**src/rtl/core_pkg.sv**
```systemverilog
package core_pkg;

  // architectural widths
  localparam int addr_w = 64;
  localparam int insn_w = 32;
  localparam int reg_w = 5;

  // supported subset, OP_NONE marks the end of the program
  typedef enum logic [2:0] {
    OP_NONE,
    OP_B,
    OP_BL,
    OP_ADDI,
    OP_MOVZ,
    OP_NOP,
    OP_ERR
  } opcode_t;

  // opcode from the fixed encoding bits
  function automatic opcode_t classify(input logic [insn_w-1:0] insn);
    opcode_t op;
    if (insn == '0) op = OP_NONE;
    else if (insn[31:26] == 6'b000101) op = OP_B;
    else if (insn[31:26] == 6'b100101) op = OP_BL;
    // 64-bit add, no flags, unshifted imm12
    else if (insn[31:22] == 10'b1001000100) op = OP_ADDI;
    // 64-bit movz, any hw
    else if (insn[31:23] == 9'b110100101) op = OP_MOVZ;
    else if (insn == 32'hd503201f) op = OP_NOP;
    else op = OP_ERR;
    return op;
  endfunction

  // imm26 in words, sign extended to a byte offset
  function automatic logic [addr_w-1:0] branch_offset(input logic [insn_w-1:0] insn);
    return {{(addr_w - 28){insn[25]}}, insn[25:0], 2'b00};
  endfunction

  function automatic logic [addr_w-1:0] imm_value(input logic [insn_w-1:0] insn,
                                                   input opcode_t op);
    logic [addr_w-1:0] imm;
    case (op)
      OP_B, OP_BL: imm = branch_offset(insn);
      OP_ADDI: imm = addr_w'(insn[21:10]);
      // hw selects the 16-bit lane
      OP_MOVZ: imm = addr_w'(insn[20:5]) << {insn[22:21], 4'b0000};
      default: imm = '0;
    endcase
    return imm;
  endfunction

endpackage
```
**src/rtl/decode.sv**
```systemverilog
`timescale 1ns/100ps

module decode (
  input  logic                        in_clk,
  input  logic                        in_rst,
  input  logic                        empty,
  input  logic                        hold,
  input  logic [core_pkg::addr_w-1:0] head_pc,
  input  logic [core_pkg::insn_w-1:0] head_insn,
  output logic                        pop,
  output logic                        dec_valid,
  output logic [core_pkg::addr_w-1:0] dec_pc,
  output logic [core_pkg::insn_w-1:0] dec_insn,
  output core_pkg::opcode_t           dec_opcode,
  output logic [core_pkg::reg_w-1:0]  dec_rd,
  output logic [core_pkg::addr_w-1:0] dec_imm
);

  core_pkg::opcode_t op;
  logic [core_pkg::reg_w-1:0] rd;

  // take the head word unless held from outside
  assign pop = !empty && !hold;

  assign op = core_pkg::classify(head_insn);

  // destination register per opcode
  always_comb begin
    case (op)
      // BL writes the link register x30
      core_pkg::OP_BL: rd = core_pkg::reg_w'(30);
      core_pkg::OP_B,
      core_pkg::OP_NOP: rd = '0;
      default: rd = head_insn[4:0];
    endcase
  end

  // strobe follows the pop by one cycle
  always_ff @(posedge in_clk) begin
    if (in_rst) begin
      dec_valid <= 1'b0;
    end else begin
      dec_valid <= pop;
    end
  end

  // decoded fields, loaded only on a pop
  always_ff @(posedge in_clk) begin
    if (pop) begin
      dec_pc <= head_pc;
      dec_insn <= head_insn;
      dec_opcode <= op;
      dec_rd <= rd;
      dec_imm <= core_pkg::imm_value(head_insn, op);
    end
  end

endmodule

```
**config.mk**
```make
export PLATFORM = sky130hd
export DESIGN_NAME = decode
export DESIGN_NICKNAME = d
export VERILOG_FILES = /design/src/rtl/core_pkg.sv /design/src/rtl/decode.sv
export SDC_FILE = /design/constraint.sdc
export NUM_CORES = 1
export LEC_CHECK = 0
export BUFFER_PORTS_ARGS = -buffer_cell sky130_fd_sc_hd__buf_2
export CAP_MARGIN = 20
export CELL_PAD_IN_SITES_DETAIL_PLACEMENT = 0
export CELL_PAD_IN_SITES_GLOBAL_PLACEMENT = 1
export CORE_MARGIN = 3
export CORE_UTILIZATION = 41
export CTS_BUF_LIST = sky130_fd_sc_hd__clkbuf_4 sky130_fd_sc_hd__clkbuf_8 sky130_fd_sc_hd__clkbuf_16
export DETAILED_ROUTE_END_ITERATION = 8
export GPL_ROUTABILITY_DRIVEN = 1
export PLACE_DENSITY = 0.93
export SYNTH_ARGS = -nofsm -noshare
export SYNTH_HDL_FRONTEND = slang
export SYNTH_SLANG_ARGS = --single-unit
```
**constraint.sdc**
```tcl
create_clock -name in_clk -period 34.7 [get_ports in_clk]
set_input_delay 6.94 -clock in_clk [delete_from_list [all_inputs] [get_ports in_clk]]
set_output_delay 6.94 -clock in_clk [all_outputs]
set_load 0.01 [all_outputs]
```
==> results.cfg <==
[placement]
dp_slack_ps = 20360
hpwl_mm = 11.4
place_congestion = 0.822
dpl.cell_count = 744
portBuffers = 269

[synthesis]
synthDistinctLibCells = 29
synth_flop_cell = edfxtp_1
ys_async_sr_fraction_pct = 0
synth-seq-area-share_pct = 83.6
syn_area_per_cell_sq_um = 19.7
synth_area_leaders = edfxtp_1 (83%), a21o_1 (5.0%), a22o_1 (3.5%)
yosysMostFrequentCell = edfxtp_1
ys_seq_elements = 169
syn-cell-area_sq_um = 6060
syn-num-nets = 407
synth_edf_count = 168
synthCells = 307
yosysTopAreaCell = edfxtp_1
ys_warn_count = 0
synth_top_cell_area_share_pct = 83.2
synth_commonest_cells = edfxtp_1 (168), a21o_1 (40), a22o_1 (24)

[grt]
grt_start_max_net_pins = 169
grt_pass1_wl_mm = 23.2
overflow = 0
antenna_found_initial = 0
grt.total_usage_pct = 19.1
grt_pass1_vias = 4036

[sta]
maxSlewHeadroom_pct = 27.5
rsz0062_at_grt = false
period_minus_slack_ps = 14320
max_freq_mhz = 69.8
worst_slack_ps = 20380
setup_tns_ps = 0
timing.hold.ws_ps = 6680
setup_viol_count_final = 0
worstMarginPinSlew_ps = 1080
drv_slew = 0
period_share_pct = 41.3
hold_viol = 0

[cts]
cts_buffers = 17
ctsResizeCount = 0
clock-root-buffer = clkbuf_16
postCtsSetupBuffers = 0
clk_path_buf_depth = 2
clk_pin_slew_ps = 60
h-tree-depth = 4
cts_tree = yes
cts_hold_buf = 0
clock-sinks = 169

[pwr]
powerDensity_nw_per_um2 = 57.4
max-vdd-ir-drop_mv = 0.0305
leakage_nw = 3.49
p_total_mw = 0.473

[flow_run]
drv_cap = 0

[hold_path]
hold_path_class = in2reg
whs_path_depth = 2

[route]
avgRoutedWirePerCell_microns = 20.8
num_vias = 4040
vias_per_cell = 5.21
wl_mm = 16.1
first_iter_violations = 249
post-route-drc-count = 0
antenna_left = 0
drt-pass1-iter-count = 4

[floorplan]
core_sq_um = 14100
io_pins = 270
initial_core_util_pct = 42.8
rows = 43
die_area_sq_um = 16300
fp.dieH_microns = 128
fp.dieW_microns = 128

[critical_path]
endpoint = pop
critPathMaxFanout = 2
critPathLaunch = hold
crit_type = in2out
required_ps = 27760
cp-end-kind = primary output
start_kind = primary input
crit_arrival_ps = 7380

[layout]
layout.nets = 683
final_cells = 776
syn_to_final_growth_pct = 36.1
drive_above_1_share_pct = 52.3
diodes = 0

[status]
outcome = finished clean
## area by class of cell
type | instances | area (sq um)
inverters | 2 | 7.51
multi-input cells | 121 | 953
flip-flops and latches | 169 | 5060
clock inverters | 15 | 190
well taps | 180 | 225
repair buffers | 272 | 1380
clock buffers | 17 | 425
fillers | 1126 | 5900
## flip-flops by register name, summed over array words and instances (netlist names)
register    cells
dec_imm        64
dec_rd          5
dec_insn       32
dec_opcode      3
dec_pc         64
dec_valid       1
## cell families after synthesis
kind of cell	Yosys count	share of synthesized area, %
DFF	169	83.6
and+or+nand+nor	46	4.81
buffers and inverters	17	1.34
AOI/OAI and AO/OA	75	10.3
## worst min-delay path by stage
stage,startpoint,to,slack (ps)
after floorplan,in_rst,dec_valid,7010
after global placement,in_rst,dec_valid,7100
after detailed placement,in_rst,dec_valid,7110
after CTS,in_rst,dec_valid,6650
after global routing,in_rst,dec_valid,6660
final,in_rst,dec_valid,6680
## where the power goes
group | internal (mW) | switching [mW] | leakage, nW | total (mW)
clock | 0.115 | 0.0807 | 0.299 | 0.196
combinational | 0.0134 | 0.0226 | 1.68 | 0.0361
sequential | 0.238 | 0.00315 | 1.51 | 0.241
## through the flow
step	area, sq um	util (%)
CTS	8250	58.3
finish	8250	58.3
detailed placement	7630	53.9
global placement	7630	53.9
global route	8250	58.3
floorplan	6060	-
## worst max-delay path: stages
cell and delay [ps]:
buf_2 120, nor2_4 160, buf_2 160
## layout by cell type, fill, tap and decap left out, types with 3 or more instances in the layout
cell       Yosys  final
edfxtp_1     168    168
inv_6          0      5
nand3_1        3      3
buf_2          5    269
or4_1          3      3
and2_1         8      8
nor2_1         4      3
bufinv_16      0      3
clkbuf_16      0     17
nor4_1         9      8
nand4_1        3      3
a221o_1        7      7
a22o_1        24     24
a21o_1        40     40
## routing by layer
layer  vias to the layer above  routed length, microns  track usage [%]
li1                       1820                       -                -
met1                      1986                    5690             21.2
met2                       216                    8550             34.1
met3                        18                    1640             6.90
met4                         0                     218             6.43
met5                         -                       0                0
No activity file was read; power rests on OpenSTA's default activity.
