## config.mk

```make
export PLATFORM = sky130hd
export DESIGN_NAME = fetch
export DESIGN_NICKNAME = d
export VERILOG_FILES = /design/src/rtl/core_pkg.sv /design/src/rtl/fetch.sv
export SDC_FILE = /design/constraint.sdc
export NUM_CORES = 1
export LEC_CHECK = 0
export BUFFER_PORTS_ARGS = -buffer_cell sky130_fd_sc_hd__buf_2
export CELL_PAD_IN_SITES_DETAIL_PLACEMENT = 1
export CELL_PAD_IN_SITES_GLOBAL_PLACEMENT = 1
export CORE_ASPECT_RATIO = 1.5
export CORE_MARGIN = 2
export CORE_UTILIZATION = 35
export CTS_BUF_LIST = sky130_fd_sc_hd__clkbuf_4 sky130_fd_sc_hd__clkbuf_8
export CTS_CLUSTER_DIAMETER = 80
export DETAILED_ROUTE_END_ITERATION = 8
export PLACE_DENSITY = 0.88
export SLEW_MARGIN = 10
export SYNTH_ARGS = -nofsm -noshare
export SYNTH_HDL_FRONTEND = slang
export SYNTH_SLANG_ARGS = --single-unit
```

## constraint.sdc

```tcl
create_clock -name in_clk -period 4.75 [get_ports in_clk]
set_input_delay 0.95 -clock in_clk [delete_from_list [all_inputs] [get_ports in_clk]]
set_output_delay 0.95 -clock in_clk [all_outputs]
set_load 0.05 [all_outputs]
```

## src/rtl/core_pkg.sv

```systemverilog
package core_pkg;

  // architectural widths
  localparam int addr_w = 64;
  localparam int insn_w = 32;
  localparam int reg_w = 5;

  // supported subset, OP_NONE marks the end of the program
  typedef enum logic [2:0] {
    OP_NONE,
    OP_B,
    OP_BL,
    OP_ADDI,
    OP_MOVZ,
    OP_NOP,
    OP_ERR
  } opcode_t;

  // opcode from the fixed encoding bits
  function automatic opcode_t classify(input logic [insn_w-1:0] insn);
    opcode_t op;
    if (insn == '0) op = OP_NONE;
    else if (insn[31:26] == 6'b000101) op = OP_B;
    else if (insn[31:26] == 6'b100101) op = OP_BL;
    // 64-bit add, no flags, unshifted imm12
    else if (insn[31:22] == 10'b1001000100) op = OP_ADDI;
    // 64-bit movz, any hw
    else if (insn[31:23] == 9'b110100101) op = OP_MOVZ;
    else if (insn == 32'hd503201f) op = OP_NOP;
    else op = OP_ERR;
    return op;
  endfunction

  // imm26 in words, sign extended to a byte offset
  function automatic logic [addr_w-1:0] branch_offset(input logic [insn_w-1:0] insn);
    return {{(addr_w - 28){insn[25]}}, insn[25:0], 2'b00};
  endfunction

  function automatic logic [addr_w-1:0] imm_value(input logic [insn_w-1:0] insn,
                                                   input opcode_t op);
    logic [addr_w-1:0] imm;
    case (op)
      OP_B, OP_BL: imm = branch_offset(insn);
      OP_ADDI: imm = addr_w'(insn[21:10]);
      // hw selects the 16-bit lane
      OP_MOVZ: imm = addr_w'(insn[20:5]) << {insn[22:21], 4'b0000};
      default: imm = '0;
    endcase
    return imm;
  endfunction

endpackage
```

## src/rtl/fetch.sv

```systemverilog
`timescale 1ns/100ps

module fetch #(
  parameter int                          MEM_WORDS = 256,
  parameter logic [core_pkg::addr_w-1:0] ENTRY_PC  = '0
) (
  input  logic                        in_clk,
  input  logic                        in_rst,
  input  logic                        full,
  input  logic [core_pkg::insn_w-1:0] mem_data,
  output logic [core_pkg::addr_w-1:0] mem_addr,
  output logic                        push,
  output logic                        done,
  output logic [core_pkg::addr_w-1:0] push_pc,
  output logic [core_pkg::insn_w-1:0] push_insn
);

  logic [core_pkg::addr_w-1:0] pc;
  logic [core_pkg::addr_w-1:0] next_pc;
  // set one cycle after reset, keeps push low during reset
  logic run;
  logic in_range;
  logic end_word;
  core_pkg::opcode_t op;

  // memory sees the pc directly
  assign mem_addr = pc;

  assign in_range = (pc >> 2) < core_pkg::addr_w'(MEM_WORDS);
  assign op = core_pkg::classify(mem_data);

  // zero word or running off the memory ends the program
  assign end_word = !in_range || (op == core_pkg::OP_NONE);

  // static prediction: B and BL always taken
  always_comb begin
    if (op == core_pkg::OP_B || op == core_pkg::OP_BL) begin
      next_pc = pc + core_pkg::branch_offset(mem_data);
    end else begin
      next_pc = pc + core_pkg::addr_w'(4);
    end
  end

  // one strobe per cycle while not stalled
  assign push = run && !done && !full && !end_word;
  assign push_pc = pc;
  assign push_insn = mem_data;

  always_ff @(posedge in_clk) begin
    if (in_rst) begin
      pc <= ENTRY_PC;
      run <= 1'b0;
      done <= 1'b0;
    end else begin
      run <= 1'b1;
      // sticky until the next reset
      if (run && !done && end_word) begin
        done <= 1'b1;
      end
      // full freezes the pc along with push
      if (push) begin
        pc <= next_pc;
      end
    end
  end

endmodule

```

==> impl_metrics.yaml <==
final_layout:
  filler_cell_count: 2453
  antenna_cells: 0
  drive_gt1_share_pct: 27.7
  syn_to_final_growth_pct: 16.2
  fin_util_pct: 41.8
  postLayoutCellArea_sq_um: 7780
  instances_no_fill: 1285
  fin_nets: 1125
synth:
  post-synth-top-area-cell: "dfxtp_1"
  ys_ff_latch: 64
  avgSynthCellArea_sq_um: 7.45
  synth_fa_ha_area_share_pct: 11.7
  yosysWarningCount: 0
  yosys-top-cells-area: "dfxtp_1, ha_1, buf_4"
  synth_mux_area_share_pct: 1.05
  yosysSeqAreaShare_pct: 19.1
  synth_top_family_by_area: "compound AO/OA/AOI/OAI gates"
  synthSimpleGateAreaFrac_pct: 20.4
  async_flop_share_pct: 0
  netlist-cell-type-count: 64
  synthFlopType: "dfxtp_1"
  synth_xor_area_share_pct: 6.41
  synth_compound_area_share_pct: 26.7
  synth_edf_count: 0
  syn_area_sq_um: 6690
  postSynthCellCount: 898
  synth.top_cell.area_share_pct: 19.1
timing:
  finalSetupViolCount: 0
  worst-slew-pin-transition_ns: 0.836
  fmaxAchievable_mhz: 227
  setup_ws_ns: 0.340
  hold_violations: 0
  min_period_over_period_pct: 92.8
  period_minus_slack_ns: 4.41
  rsz0062_at_grt: "no"
  timing.slew.headroom_pct: 44.2
  final.setup_skew_ns: 0.0156
  finalMaxSlewViolations: 0
clock_network:
  insertion_delay_ns: 0.37
  htreeDepth: 3
  cts_tree: "built"
  clk_path_buf_depth: 2
  clk_pin_slew_ns: 0.08
  cts-hold-fix-buffers: 0
  post-cts-setup-buffers: 0
  cts_root_buffer: "clkbuf_8"
  cts_buffers: 9
  clkSinkCount: 64
placement:
  dpl_cell_area_sq_um: 7570
  io_buffers: 192
  place.gp.congestion: 0.961
  place_ws_ns: -0.0529
  hpwl_um: 20100
  placed_cells: 1269
routing:
  drc: 0
  antenna_left: 0
  vias: 7243
  wirelength_um: 25000
  drtIter0Drc: 276
  viasPerCell: 5.64
  wl_per_cell_um: 19.4
  dr.pass1.iters: 4
pwr:
  p_switching_uw: 467
  swShare_pct: 34.4
  ir_drop_mv: 0.0951
  pwr-share-clk_pct: 39.0
  p_int_uw: 893
  power_uw: 1360
  pwr-share-comb_pct: 20.3
  cellLeakagePower_uw: 0.00394
  power-per-cell-area_nw_per_um2: 175
  seqPwrFrac_pct: 40.7
global_route:
  grt_pass1_vias: 7571
  grt-ovfl-total: 0
  grt_max_degree: 54
  grt_pass1_wl_um: 39200
  grt_usage_pct: 24.3
  antenna_found_initial: 1
status:
  status: "finished clean"
setup_path:
  worstSetupStartpointType: "input port"
  worstSetupEndpointType: "flip-flop"
  worstSetupPathType: "input port to flip-flop"
  critPathArrivalTime_ns: 4.67
  crit_fanout: 25
  critPathRequiredTime_ns: 5.01
  rr_worst_depth: 9
  r2r-start: "mem_addr[11]"
  crit_start: "mem_data[30]"
floorplanning:
  core_sq_um: 18600
  die_y_um: 173
  initial_core_util_pct: 35.9
  ioPinCount: 197
  dieArea_sq_um: 20300
  num_rows: 61
  die_x_um: 117
hold_path:
  hold_path_startpoint: "run"
  min-delay-path-class: "flip-flop to flip-flop"
  whs_path_depth: 2
flow_run:
  maxCapViolCount: 0
power by group through the flow:
stage,registers (uW),clock network (uW),logic (uW)
2_1_floorplan,587,0,195
6_report,553,530,277
3_5_place_dp,566,0,276
4_1_cts,553,538,277
3_3_place_gp,566,0,271
5_1_grt,554,555,291
sequential cells by signal, summed over array words and instances, names as in the netlist:
register and cells:
done 1, run 1, mem_addr 62
layer usage:
| layer | global-route usage [%] | part of all wire, % | vias up |
|---|---|---|---|
| met4 | 10.0 | 3.7 | 0 |
| met3 | 3.39 | 4.6 | 68 |
| li1 | - | - | 3404 |
| met1 | 26.8 | 39 | 3508 |
| met2 | 45.3 | 53 | 263 |
| met5 | 0 | 0 | - |
synthesized netlist by cell type, types with 20 or more instances:
library cell and instances:
o21ai_0 44, nor2_1 84, a21oi_1 116, nand4_1 25, dfxtp_1 64, nand2_1 53
ha_1 61, and2_1 28, clkbuf_1 38, a21o_1 22, nor4_1 23, inv_1 21
xnor2_1 29, xor2_1 20, buf_4 98
cell type report:
type	count	area, sq um	share of cell area, %
Multi-Input combinational cell	676	4450	57.2
Timing Repair Buffer	256	1440	18.5
Sequential cell	64	1280	16.5
Tap cell	252	315	4.05
Clock buffer	13	166	2.14
Inverter	21	82.6	1.06
Clock inverter	3	40.0	0.515
worst paths after layout:
check,end,slack (ns)
setup / recovery,mem_addr[59],0.34
hold / removal,done,0.49
setup reg to reg,mem_addr[59],1.21
hold reg to reg,done,0.49
per-stage QoR:
stage	setup TNS, ns	hold slack [ns]
2_1_floorplan	0	0.448
3_3_place_gp	-0.0113	0.460
3_5_place_dp	-0.118	0.474
4_1_cts	0	0.496
5_1_grt	0	0.526
6_report	0	0.490
cells in the final DEF, fill, tap and decap left out, drive strengths merged, types with 3 or more instances in the layout:
master   netlist  layout
buf          102     256
a21oi        116     116
nor2          84      84
dfxtp         64      64
ha            61      61
nand2         53      53
o21ai         48      48
xnor2         29      29
and2          29      29
nand4         25      25
nor4          23      23
a21o          23      23
inv           21      20
xor2          20      20
a31oi         15      15
o21bai        14      14
clkbuf        38      13
nand3         12      12
o21a          11      11
and3          10      10
a22o          10      10
nor3           8       8
mux2i          7       7
nor2b          6       6
or3            6       6
a31o           6       6
nand2b         5       5
o2111ai        5       5
a211oi         5       5
a221o          4       4
conb           1       4
or4            3       3
a22oi          3       3
worst max-delay path: stages:
cell      delay [ns]
buf_2           0.10
nor3_1          0.34
and3_1          0.23
buf_4           0.25
and2_1          0.16
ha_1            0.26
nand4_1         0.21
or3_1           0.39
a211o_1         0.28
a31o_1          0.26
a31oi_4         0.21
a31o_4          0.19
a211oi_4        0.07
o21a_4          0.24
and4_4          0.18
or3_1           0.33
kinds of logic (layout without fill, tap and decap cells):
family / count (synthesis) / after routing
xor gates and xnor gates: 49 / 49
other: 1 / 4
AOI/OAI and AO/OA: 281 / 281
muxes: 7 / 7
adders and majority gates: 62 / 62
and+or+nand+nor: 273 / 273
DFF: 64 / 64
buffers and inverters: 161 / 293
what timing repair did:
action / in CTS / in global routing
endpoints found under the hold margin: 0 / 0
setup endpoints to repair: 0 / 1
resized for setup: 0 / 1
Power figures use the tool's default switching activity.
