<file path="src/rtl/core_pkg.sv">
package core_pkg;

  // architectural widths
  localparam int addr_w = 64;
  localparam int insn_w = 32;
  localparam int reg_w = 5;

  // supported subset, OP_NONE marks the end of the program
  typedef enum logic [2:0] {
    OP_NONE,
    OP_B,
    OP_BL,
    OP_ADDI,
    OP_MOVZ,
    OP_NOP,
    OP_ERR
  } opcode_t;

  // opcode from the fixed encoding bits
  function automatic opcode_t classify(input logic [insn_w-1:0] insn);
    opcode_t op;
    if (insn == '0) op = OP_NONE;
    else if (insn[31:26] == 6'b000101) op = OP_B;
    else if (insn[31:26] == 6'b100101) op = OP_BL;
    // 64-bit add, no flags, unshifted imm12
    else if (insn[31:22] == 10'b1001000100) op = OP_ADDI;
    // 64-bit movz, any hw
    else if (insn[31:23] == 9'b110100101) op = OP_MOVZ;
    else if (insn == 32'hd503201f) op = OP_NOP;
    else op = OP_ERR;
    return op;
  endfunction

  // imm26 in words, sign extended to a byte offset
  function automatic logic [addr_w-1:0] branch_offset(input logic [insn_w-1:0] insn);
    return {{(addr_w - 28){insn[25]}}, insn[25:0], 2'b00};
  endfunction

  function automatic logic [addr_w-1:0] imm_value(input logic [insn_w-1:0] insn,
                                                   input opcode_t op);
    logic [addr_w-1:0] imm;
    case (op)
      OP_B, OP_BL: imm = branch_offset(insn);
      OP_ADDI: imm = addr_w'(insn[21:10]);
      // hw selects the 16-bit lane
      OP_MOVZ: imm = addr_w'(insn[20:5]) << {insn[22:21], 4'b0000};
      default: imm = '0;
    endcase
    return imm;
  endfunction

endpackage
</file>
<file path="src/rtl/insn_queue.sv">
`timescale 1ns/100ps

module insn_queue #(
  parameter int QUEUE_DEPTH = 4
) (
  input  logic                        in_clk,
  input  logic                        in_rst,
  input  logic                        push,
  input  logic                        pop,
  input  logic [core_pkg::addr_w-1:0] push_pc,
  input  logic [core_pkg::insn_w-1:0] push_insn,
  output logic                        full,
  output logic                        empty,
  output logic [core_pkg::addr_w-1:0] head_pc,
  output logic [core_pkg::insn_w-1:0] head_insn
);

  localparam int ptr_w = $clog2(QUEUE_DEPTH);

  logic [core_pkg::addr_w-1:0] pc_mem   [QUEUE_DEPTH];
  logic [core_pkg::insn_w-1:0] insn_mem [QUEUE_DEPTH];
  logic [ptr_w-1:0] wr_ptr;
  logic [ptr_w-1:0] rd_ptr;
  // needs one bit more than the pointers to hold QUEUE_DEPTH
  logic [ptr_w:0] count;
  logic do_push;
  logic do_pop;

  assign full = (count == (ptr_w + 1)'(QUEUE_DEPTH));
  assign empty = (count == '0);

  // a pop in the same cycle frees the slot for a push into a full queue
  assign do_push = push && (!full || pop);
  assign do_pop = pop && !empty;

  // head is valid whenever empty is low
  assign head_pc = pc_mem[rd_ptr];
  assign head_insn = insn_mem[rd_ptr];

  // storage, no reset
  always_ff @(posedge in_clk) begin
    if (do_push) begin
      pc_mem[wr_ptr] <= push_pc;
      insn_mem[wr_ptr] <= push_insn;
    end
  end

  // pointers wrap naturally, depth is a power of two
  always_ff @(posedge in_clk) begin
    if (in_rst) begin
      wr_ptr <= '0;
      rd_ptr <= '0;
      count <= '0;
    end else begin
      if (do_push) begin
        wr_ptr <= wr_ptr + 1'b1;
      end
      if (do_pop) begin
        rd_ptr <= rd_ptr + 1'b1;
      end
      if (do_push && !do_pop) begin
        count <= count + 1'b1;
      end else if (do_pop && !do_push) begin
        count <= count - 1'b1;
      end
    end
  end

endmodule

</file>
<file path="config.mk">
export PLATFORM = sky130hd
export DESIGN_NAME = insn_queue
export DESIGN_NICKNAME = d
export VERILOG_FILES = /design/src/rtl/core_pkg.sv /design/src/rtl/insn_queue.sv
export SDC_FILE = /design/constraint.sdc
export NUM_CORES = 1
export LEC_CHECK = 0
export BUFFER_PORTS_ARGS = -buffer_cell sky130_fd_sc_hd__buf_2
export CAP_MARGIN = 20
export CORE_MARGIN = 4
export CORE_UTILIZATION = 57
export DETAILED_ROUTE_END_ITERATION = 10
export PLACE_DENSITY = 0.84
export REMOVE_ABC_BUFFERS = 1
export SYNTH_ARGS = -nofsm -noshare
export SYNTH_HDL_FRONTEND = slang
export SYNTH_SLANG_ARGS = --single-unit
</file>
<file path="constraint.sdc">
create_clock -name in_clk -period 3.95 [get_ports in_clk]
set_input_delay 0.395 -clock in_clk [delete_from_list [all_inputs] [get_ports in_clk]]
set_output_delay 0.395 -clock in_clk [all_outputs]
set_load 0.005 [all_outputs]
</file>
==> results.sh, run 1 <==
export IMPL_cts_sinks=393
export IMPL_p_per_area_nw_per_um2=630
export IMPL_n_fill_cell=1493
export IMPL_cts_tree="yes"
export IMPL_worst_pin_slew_ps=946
export IMPL_crit_chain="buf_12 > mux4_2 > buf_2"
export IMPL_drv_slew=0
export IMPL_skew_ps=9.71
export IMPL_vias_per_cell=5.83
export IMPL_grt_pass1_vias=7095
export IMPL_period_share_pct=70.0
export IMPL_async_reset_ff_share_pct=0
export IMPL_syn_area_um2=14300
export IMPL_fin_hold_ws_ps=103
export IMPL_criticalPathCategory="reg2out"
export IMPL_core_um2=24500
export IMPL_fp_dieW_um=167
export IMPL_antenna_left=0
export IMPL_finalHoldViolCount=0
export IMPL_synth_cell_types=25
export IMPL_reg2reg_depth=4
export IMPL_clock_path_buffers=3
export IMPL_rows=57
export IMPL_ys_flop_type="edfxtp_1"
export IMPL_min_path_cells=1
export IMPL_io_buffers=197
export IMPL_arrival_ps=2370
export IMPL_synthCells=550
export IMPL_synth_seq_cells=393
export IMPL_route_detailed_drc=0
export IMPL_clkLatencyLatePin_ps=500
export IMPL_reg2reg_from="count[0]"
export IMPL_holdBufCountCts=0
export IMPL_first_pass_iters=5
export IMPL_yosysTopAreaCell="edfxtp_1"
export IMPL_antenna_found_initial=4
export IMPL_fin_total_pwr_mw=10.7
export IMPL_layout_commonest_cell="edfxtp_1"
export IMPL_drt_iter0_drc=562
export IMPL_cap_violations=0
export IMPL_synth_warnings=0
export IMPL_io_pins=198
export IMPL_vias=6588
export IMPL_final_util_pct=69.2
export IMPL_cts_root_buf="clkbuf_16"
export IMPL_drive_gt1_share_pct=45.8
export IMPL_syn_to_final_growth_pct=18.4
export IMPL_critical_path_endpoint="head_pc[14]"
export IMPL_initial_core_util_pct=58.4
export IMPL_cp_start_kind="flip-flop"
export IMPL_setup_worst_path_end_class="primary output"
export IMPL_path_depth=3
export IMPL_grt_max_degree=63
export IMPL_netlist_area_leader_share_pct=80.5
export IMPL_grt_setup_unrepaired="false"
export IMPL_cp_required_ps=3560
export IMPL_die_area_um2=27700
export IMPL_nNetsFinal=884
export IMPL_fin_crit_ps=2770
export IMPL_ir_drop_uv=480
export IMPL_h_tree_depth=2
export IMPL_postCtsSetupBuffers=0
export IMPL_hold_path_class="in2reg"
export IMPL_die_y_um=167
export IMPL_final_cell_mix="edfxtp_1 (384), buf_2 (197), mux4_2 (96)"
export IMPL_path_delay_family="flip-flops"
export IMPL_synth_edf_count=384
export IMPL_dpl_hpwl_um=16800
export IMPL_wl_per_cell_um=23.6
export IMPL_gp_congestion=0.749
export IMPL_outcome="finished clean"
export IMPL_power_leakage_nw=5.71
export IMPL_max_stage_delay_ps=950
export IMPL_grt_use_total_pct=19.4
export IMPL_rrSetupSlack_ps=1520
export IMPL_slowest_stage="dfxtp_4"
export IMPL_post_cts_resized=0
export IMPL_setup_viol=0
export IMPL_slew_headroom_pct=36.9
export IMPL_synth_seq_area_share_pct=81.7
export IMPL_path_buf_inv=2
export IMPL_finalWirelength_um=26700
export IMPL_fmax_mhz=362
export IMPL_worstPathMaxFanout=62
export IMPL_cts_made_buffers=39
export IMPL_grt_pass1_wl_um=41600
export IMPL_avgSynthCellArea_um2=26.1
export IMPL_r2r_end="pc_mem[2][29]"
export IMPL_clkTransAtPathRegs_ps=60
export IMPL_synthTopCellsByArea="edfxtp_1 (80%), mux4_2 (15%), dfxtp_1 (1.3%)"
export IMPL_grt_overflow=0
[worst min path at each step]
stage,start,to,slack (ps)
finish,push_pc[9],pc_mem[0][9],100
detailed placement,rd_ptr[0],rd_ptr[0],520
floorplan,in_rst,count[2],460
CTS,push_pc[9],pc_mem[0][9],80
global route,push_insn[10],insn_mem[0][10],80
global placement,wr_ptr[1],wr_ptr[1],490
[worst reg2reg max path, cell delays in order, from the launching register on]
cell and delay, ps:
dfxtp_1 470, nor3b_2 110, a21boi_2 340, and2_4 720
buf_4 470
[cells by family (layout without fill, tap and decap cells)]
kind of cell             count (synthesis)  after routing  share of synthesized area, %
AO/OA/AOI/OAI                            5              5                         0.262
XOR/XNOR                                 4              4                         0.244
AND/OR/NAND/NOR                         16             16                         0.611
flip-flops                             393            393                          81.7
other                                    0              2                             0
adder cells (fa/ha/maj)                  6              6                         0.576
buffers and inverters                   27            281                          1.28
multiplexers                            99             99                          15.3
[state kept, by name (all words and copies together) (netlist names), named ones only]
register  cells
insn_mem    128
pc_mem      256
rd_ptr        2
wr_ptr        2
count         3
[where the power goes]
group	internal, mW	switching, mW
registers	4.96	0.175
logic	1.09	0.968
clock network	2.11	1.38
[area by class of cell]
class                           count  area, um2  share of cell area, %
Multi-Input combinational cell    130       2450                   14.4
Tap cell                          324        405                   2.39
Sequential cell                   393      11700                   69.1
Inverter                            4       15.0                 0.0885
Clock buffer                       53       1080                   6.37
Clock inverter                     14        148                  0.870
Antenna cell                        2       5.00                 0.0295
Timing Repair Buffer              210       1150                   6.76
[per-stage QoR]
stage	cells	setup WS, ps	instance area, um2	setup TNS (ps)
2_1_floorplan	527	-1110	14200	-106840
3_3_place_gp	1061	1610	15700	0
3_5_place_dp	1061	1510	15700	0
4_1_cts	1128	1140	17000	0
5_1_grt	1129	1070	17000	0
6_report	1130	1180	17000	0
[cells in the mapped netlist, types with 2 or more instances]
cell type,count
inv_1,4
dfxtp_1,9
and2_1,4
mux4_2,96
nand2b_1,2
buf_8,4
ha_1,5
edfxtp_1,384
clkbuf_1,6
nor2_1,7
buf_2,11
xor2_1,4
mux2i_1,2
[metal layers]
layer  global-route usage, %  up-vias  part of all wire (%)
met5                       0        -                  0.13
met4                    4.16        6                   1.6
met3                    4.31       40                   6.4
met2                    33.1      249                    52
met1                    26.3     3470                    40
li1                        -     2823                     -
Power figures use the tool's default switching activity.
==> run 2, diff against run 1 <==
--- a/config.mk
+++ b/config.mk
@@ -8,9 +8,9 @@
 export BUFFER_PORTS_ARGS = -buffer_cell sky130_fd_sc_hd__buf_2
 export CAP_MARGIN = 20
 export CORE_MARGIN = 4
-export CORE_UTILIZATION = 57
+export CORE_UTILIZATION = 51
 export DETAILED_ROUTE_END_ITERATION = 10
-export PLACE_DENSITY = 0.84
+export PLACE_DENSITY = 0.8
 export REMOVE_ABC_BUFFERS = 1
 export SYNTH_ARGS = -nofsm -noshare
 export SYNTH_HDL_FRONTEND = slang
==> constraint.sdc (replaced) <==
create_clock -name in_clk -period 2.3 [get_ports in_clk]
set_input_delay 0.23 -clock in_clk [delete_from_list [all_inputs] [get_ports in_clk]]
set_output_delay 0.23 -clock in_clk [all_outputs]
set_load 0.005 [all_outputs]
==> results.sh, run 2 (synthesis results as in run 1) <==
export IMPL_vias=6933
export IMPL_fmax_mhz=455
export IMPL_ff_latch_area_um2=11700
export IMPL_period_share_pct=95.6
export IMPL_nNetsFinal=990
export IMPL_hold_path_class="in2reg"
export IMPL_die_y_um=176
export IMPL_fin_crit_ps=2200
export IMPL_final_cells=1292
export IMPL_clock_path_buffers=3
export IMPL_cts_made_buffers=39
export IMPL_io_pins=198
export IMPL_p_per_area_nw_per_um2=1030
export IMPL_vias_per_cell=5.37
export IMPL_criticalPathCategory="reg2out"
export IMPL_finalWirelength_um=27400
export IMPL_first_pass_iters=5
export IMPL_clkLatencyLatePin_ps=510
export IMPL_drt_iter0_drc=473
export IMPL_fp_dieW_um=176
export IMPL_crit_chain="buf_12 > mux4_2 > buf_2"
export IMPL_finalHoldViolCount=0
export IMPL_route_detailed_drc=0
export IMPL_dpl_hpwl_um=16200
export IMPL_drive_gt1_share_pct=42.1
export IMPL_layout_commonest_cell="edfxtp_1"
export IMPL_fin_total_pwr_mw=18.8
export IMPL_clkTransAtPathRegs_ps=60
export IMPL_cp_start_kind="flip-flop"
export IMPL_core_um2=27800
export IMPL_setup_worst_path_end_class="primary output"
export IMPL_gp_congestion=0.691
export IMPL_grt_use_total_pct=18.0
export IMPL_dp_cells=1123
export IMPL_grt_pass1_wl_um=43100
export IMPL_io_buffers=197
export IMPL_grt_pass1_vias=7662
export IMPL_cp_required_ps=2070
export IMPL_grt_setup_unrepaired="true"
export IMPL_max_stage_delay_ps=580
export IMPL_grt_overflow=0
export IMPL_skew_ps=11.8
export IMPL_antenna_found_initial=1
export IMPL_drv_slew=0
export IMPL_fin_hold_ws_ps=37.3
export IMPL_grt_max_degree=36
export IMPL_path_delay_family="multiplexers"
export IMPL_power_leakage_nw=6.21
export IMPL_multi_input_area_um2=2450
export IMPL_cts_tree="yes"
export IMPL_initial_core_util_pct=51.6
export IMPL_dpl_cell_area_um2=16000
export IMPL_antenna_left=0
export IMPL_layout_setup_ws_ps=102
export IMPL_path_buf_inv=2
export IMPL_worstPathMaxFanout=24
export IMPL_slew_headroom_pct=72.0
export IMPL_die_area_um2=30800
export IMPL_largest_reg_flops=256
export IMPL_outcome="finished clean"
export IMPL_setup_viol=0
export IMPL_final_cell_area_um2=18200
export IMPL_cts_root_buf="clkbuf_16"
export IMPL_h_tree_depth=2
export IMPL_slowest_stage="mux4_2"
export IMPL_cap_violations=0
export IMPL_final_cell_mix="edfxtp_1 (384), buf_2 (196), mux4_2 (96), dlygate4sd3_1 (96), clkbuf_16 (41)"
export IMPL_final_util_pct=65.6
export IMPL_dp_slack_ps=135
export IMPL_top_register="pc_mem"
export IMPL_syn_to_final_growth_pct=27.1
export IMPL_reg_top3="pc_mem x256, insn_mem x128, count x3"
export IMPL_cts_sinks=393
export IMPL_worst_pin_slew_ps=414
export IMPL_ir_drop_uv=898
export IMPL_tns_ps=0
export IMPL_n_fill_cell=1803
export IMPL_rows=61
export IMPL_wl_per_cell_um=21.2
export IMPL_arrival_ps=1970
## run 2: cell count changes in the layout (fill, tap and decap cells not counted), sizes merged
cell and delta:
diode -1, dlygate4sd3 +96, clkbuf -4, buf +10
clkinvlp -1, clkinv +8
## run 2: worst reg2reg max path, delay by kind of cell, from the launching register on
family	cells	cell delay, ps
simple gates	1	320
xor+xnor	1	180
fa+ha+maj	2	620
compound gates	2	470
flops	1	360
buf+inv	1	60
## run 2: area by class of cell
| cell class | count | area share [%] |
|---|---|---|
| Clock inverter | 21 | 0.982 |
| Multi-Input combinational cell | 130 | 13.5 |
| Tap cell | 378 | 2.60 |
| Sequential cell | 393 | 64.3 |
| Timing Repair Buffer | 316 | 12.7 |
| Antenna cell | 1 | 0.0137 |
| Inverter | 4 | 0.0824 |
| Clock buffer | 49 | 5.85 |
## run 2: final timing paths
| kind | start | endpoint | slack (ps) | cells past startpoint |
|---|---|---|---|---|
| setup / recovery | flip-flop | head_pc[17] | 100 | 3 |
| hold / removal | in_rst | rd_ptr[0] | 40 | 2 |
| setup reg to reg | count[2] | count[2] | 210 | 7 |
| hold reg to reg | rd_ptr[0] | rd_ptr[0] | 540 | 2 |
## run 2: what timing repair did
action	in CTS	in global routing
buffers inserted	2	0
hold buffers	96	0
endpoints found under the setup margin	77	4
pin swaps	0	0
endpoints found under the hold margin	384	0
resized for setup	1	4
## run 2: routing by layer
metal / GRT usage [%] / part of all wire, % / wire length, um
met1: 24.4 / 40 / 11000
met2: 30.0 / 51 / 14000
met3: 4.07 / 6.8 / 1860
met4: 4.65 / 1.9 / 522
met5: 0 / 0 / 0
## run 2: power by group
| part | internal [mW] | switching (mW) | total (mW) |
|---|---|---|---|
| Sequential | 8.51 | 0.237 | 8.75 |
| Clock | 3.62 | 2.48 | 6.10 |
| Combinational | 2.14 | 1.82 | 3.95 |
| Total | 14.3 | 4.53 | 18.8 |
==> run 3, diff against run 2 <==
--- a/config.mk
+++ b/config.mk
@@ -8,9 +8,10 @@
 export BUFFER_PORTS_ARGS = -buffer_cell sky130_fd_sc_hd__buf_2
 export CAP_MARGIN = 20
 export CORE_MARGIN = 4
-export CORE_UTILIZATION = 51
+export CORE_UTILIZATION = 53
+export CTS_BUF_LIST = sky130_fd_sc_hd__clkbuf_4 sky130_fd_sc_hd__clkbuf_8
 export DETAILED_ROUTE_END_ITERATION = 10
-export PLACE_DENSITY = 0.8
+export PLACE_DENSITY = 0.82
 export REMOVE_ABC_BUFFERS = 1
 export SYNTH_ARGS = -nofsm -noshare
 export SYNTH_HDL_FRONTEND = slang
==> results.sh, run 3 (synthesis results as in run 1) <==
export IMPL_initial_core_util_pct=54.4
export IMPL_final_cell_area_um2=18100
export IMPL_slew_headroom_pct=63.8
export IMPL_power_leakage_nw=6.22
export IMPL_cts_sinks=393
export IMPL_antenna_found_initial=2
export IMPL_drv_slew=0
export IMPL_clkTransAtPathRegs_ps=60
export IMPL_p_per_area_nw_per_um2=1010
export IMPL_gp_congestion=0.749
export IMPL_dpl_hpwl_um=16000
export IMPL_skew_ps=30.9
export IMPL_power_switching_mw=4.52
export IMPL_antenna_left=0
export IMPL_drive_gt1_share_pct=43.5
export IMPL_layout_setup_ws_ps=49.5
export IMPL_drt_iter0_drc=519
export IMPL_fin_hold_ws_ps=94.9
export IMPL_cts_made_buffers=58
export IMPL_worst_pin_slew_ps=536
export IMPL_grt_setup_unrepaired="true"
export IMPL_io_pins=198
export IMPL_die_area_um2=29700
export IMPL_die_y_um=172
export IMPL_rows=59
export IMPL_cp_start_kind="flip-flop"
export IMPL_final_cell_mix="edfxtp_1 (384), buf_2 (191), dlygate4sd3_1 (97)"
export IMPL_grt_use_total_pct=19.2
export IMPL_fin_crit_ps=2250
export IMPL_io_buffers=197
export IMPL_period_share_pct=97.8
export IMPL_vias=6997
export IMPL_finalWirelength_um=28200
export IMPL_largest_reg_flops=256
export IMPL_dp_slack_ps=137
export IMPL_arrival_ps=2020
export IMPL_grt_max_degree=49
export IMPL_postCtsSetupBuffers=0
export IMPL_setup_worst_path_end_class="primary output"
export IMPL_syn_to_final_growth_pct=26.6
export IMPL_fp_dieW_um=172
export IMPL_layout_commonest_cell="edfxtp_1"
export IMPL_clkLatencyLatePin_ps=580
export IMPL_criticalPathCategory="reg2out"
export IMPL_swShare_pct=24.7
export IMPL_finalHoldViolCount=0
export IMPL_dpl_cell_area_um2=15900
export IMPL_intPower_mw=13.8
export IMPL_cts_root_buf="clkbuf_8"
export IMPL_ir_drop_uv=822
export IMPL_cp_required_ps=2070
export IMPL_fmax_mhz=444
export IMPL_grt_overflow=0
export IMPL_vias_per_cell=5.46
export IMPL_final_util_pct=68.8
export IMPL_share_comb_of_total_power_pct=21.9
export IMPL_p_seq_share_pct=47.5
export IMPL_cts_tree="yes"
export IMPL_worstPathMaxFanout=36
export IMPL_core_um2=26400
export IMPL_first_pass_iters=4
export IMPL_hold_path_class="in2reg"
export IMPL_n_fill_cell=1560
export IMPL_cap_violations=0
export IMPL_top_register="pc_mem"
export IMPL_wl_per_cell_um=22.0
export IMPL_h_tree_depth=2
export IMPL_clockPowerShare_pct=30.6
export IMPL_nNetsFinal=1008
export IMPL_route_detailed_drc=0
export IMPL_clock_path_buffers=3
export IMPL_grt_pass1_vias=7806
export IMPL_setup_viol=0
export IMPL_grt_pass1_wl_um=43300
export IMPL_reg_top3="pc_mem x256, insn_mem x128, count x3"
export IMPL_outcome="finished clean"
-- run 3: changes by cell type in the layout (fill, tap and decap cells not counted), moves of 5 or more --
cell,delta
clkbuf_1,-7
clkbuf_16,-41
buf_2,-5
buf_6,+5
clkbuf_8,+60
clkinv_1,+9
clkbuf_4,+16
-- run 3: timing repair --
action / 4_1_cts / 5_1_grt
endpoints found under the hold margin: 391 / 0
hold buffers: 97 / 0
pin swaps: 0 / 0
endpoints found under the setup margin: 5 / 63
resized for setup: 1 / 7
-- run 3: layer usage --
| metal | GRT usage (%) | vias up | part of all wire, % |
|---|---|---|---|
| met4 | 6.15 | 0 | 2.0 |
| met3 | 4.71 | 50 | 6.4 |
| li1 | - | 3082 | - |
| met5 | 0 | - | 0 |
| met1 | 24.8 | 3608 | 40 |
| met2 | 32.7 | 257 | 52 |
-- run 3: critical path, cell delays in order, from the launching register on --
cell and delay (ps):
dfxtp_4 400, buf_16 280, mux4_2 580, buf_2 150
-- run 3: final cells by class --
cell class / count / area, um2 / area share (%)
Multi-Input combinational cell: 130 / 2450 / 13.5
Inverter: 4 / 15.0 / 0.0828
Tap cell: 335 / 419 / 2.31
Timing Repair Buffer: 315 / 2360 / 13.0
Antenna cell: 2 / 5.00 / 0.0276
Clock buffer: 77 / 960 / 5.29
Sequential cell: 393 / 11700 / 64.6
Clock inverter: 26 / 214 / 1.18
-- run 3: path summary, 6_finish.rpt --
check / startpoint / end / slack, ps / cells past startpoint
max reg2reg: count[0] / count[2] / 130 / 8
max: flip-flop / head_pc[33] / 50 / 3
min reg2reg: wr_ptr[1] / wr_ptr[1] / 540 / 2
min: pop / rd_ptr[0] / 90 / 4
-- run 3: power by group through the flow --
stage	clock network (mW)	logic (mW)	registers, mW
2_1_floorplan	0	1.76	9.13
3_3_place_gp	0	3.80	8.80
3_5_place_dp	0	3.84	8.84
4_1_cts	5.73	4.02	8.70
5_1_grt	6.12	4.37	8.75
6_report	5.60	4.01	8.71
-- run 3: stage by stage --
| stage | TNS, ps | instances | power [mW] |
|---|---|---|---|
| after global placement | 0 | 1080 | 12.6 |
| after detailed placement | 0 | 1080 | 12.7 |
| after floorplan | -717480 | 527 | 10.9 |
| after CTS | -17.1 | 1280 | 18.4 |
| after global routing | -1490 | 1282 | 19.2 |
| final | 0 | 1282 | 18.3 |
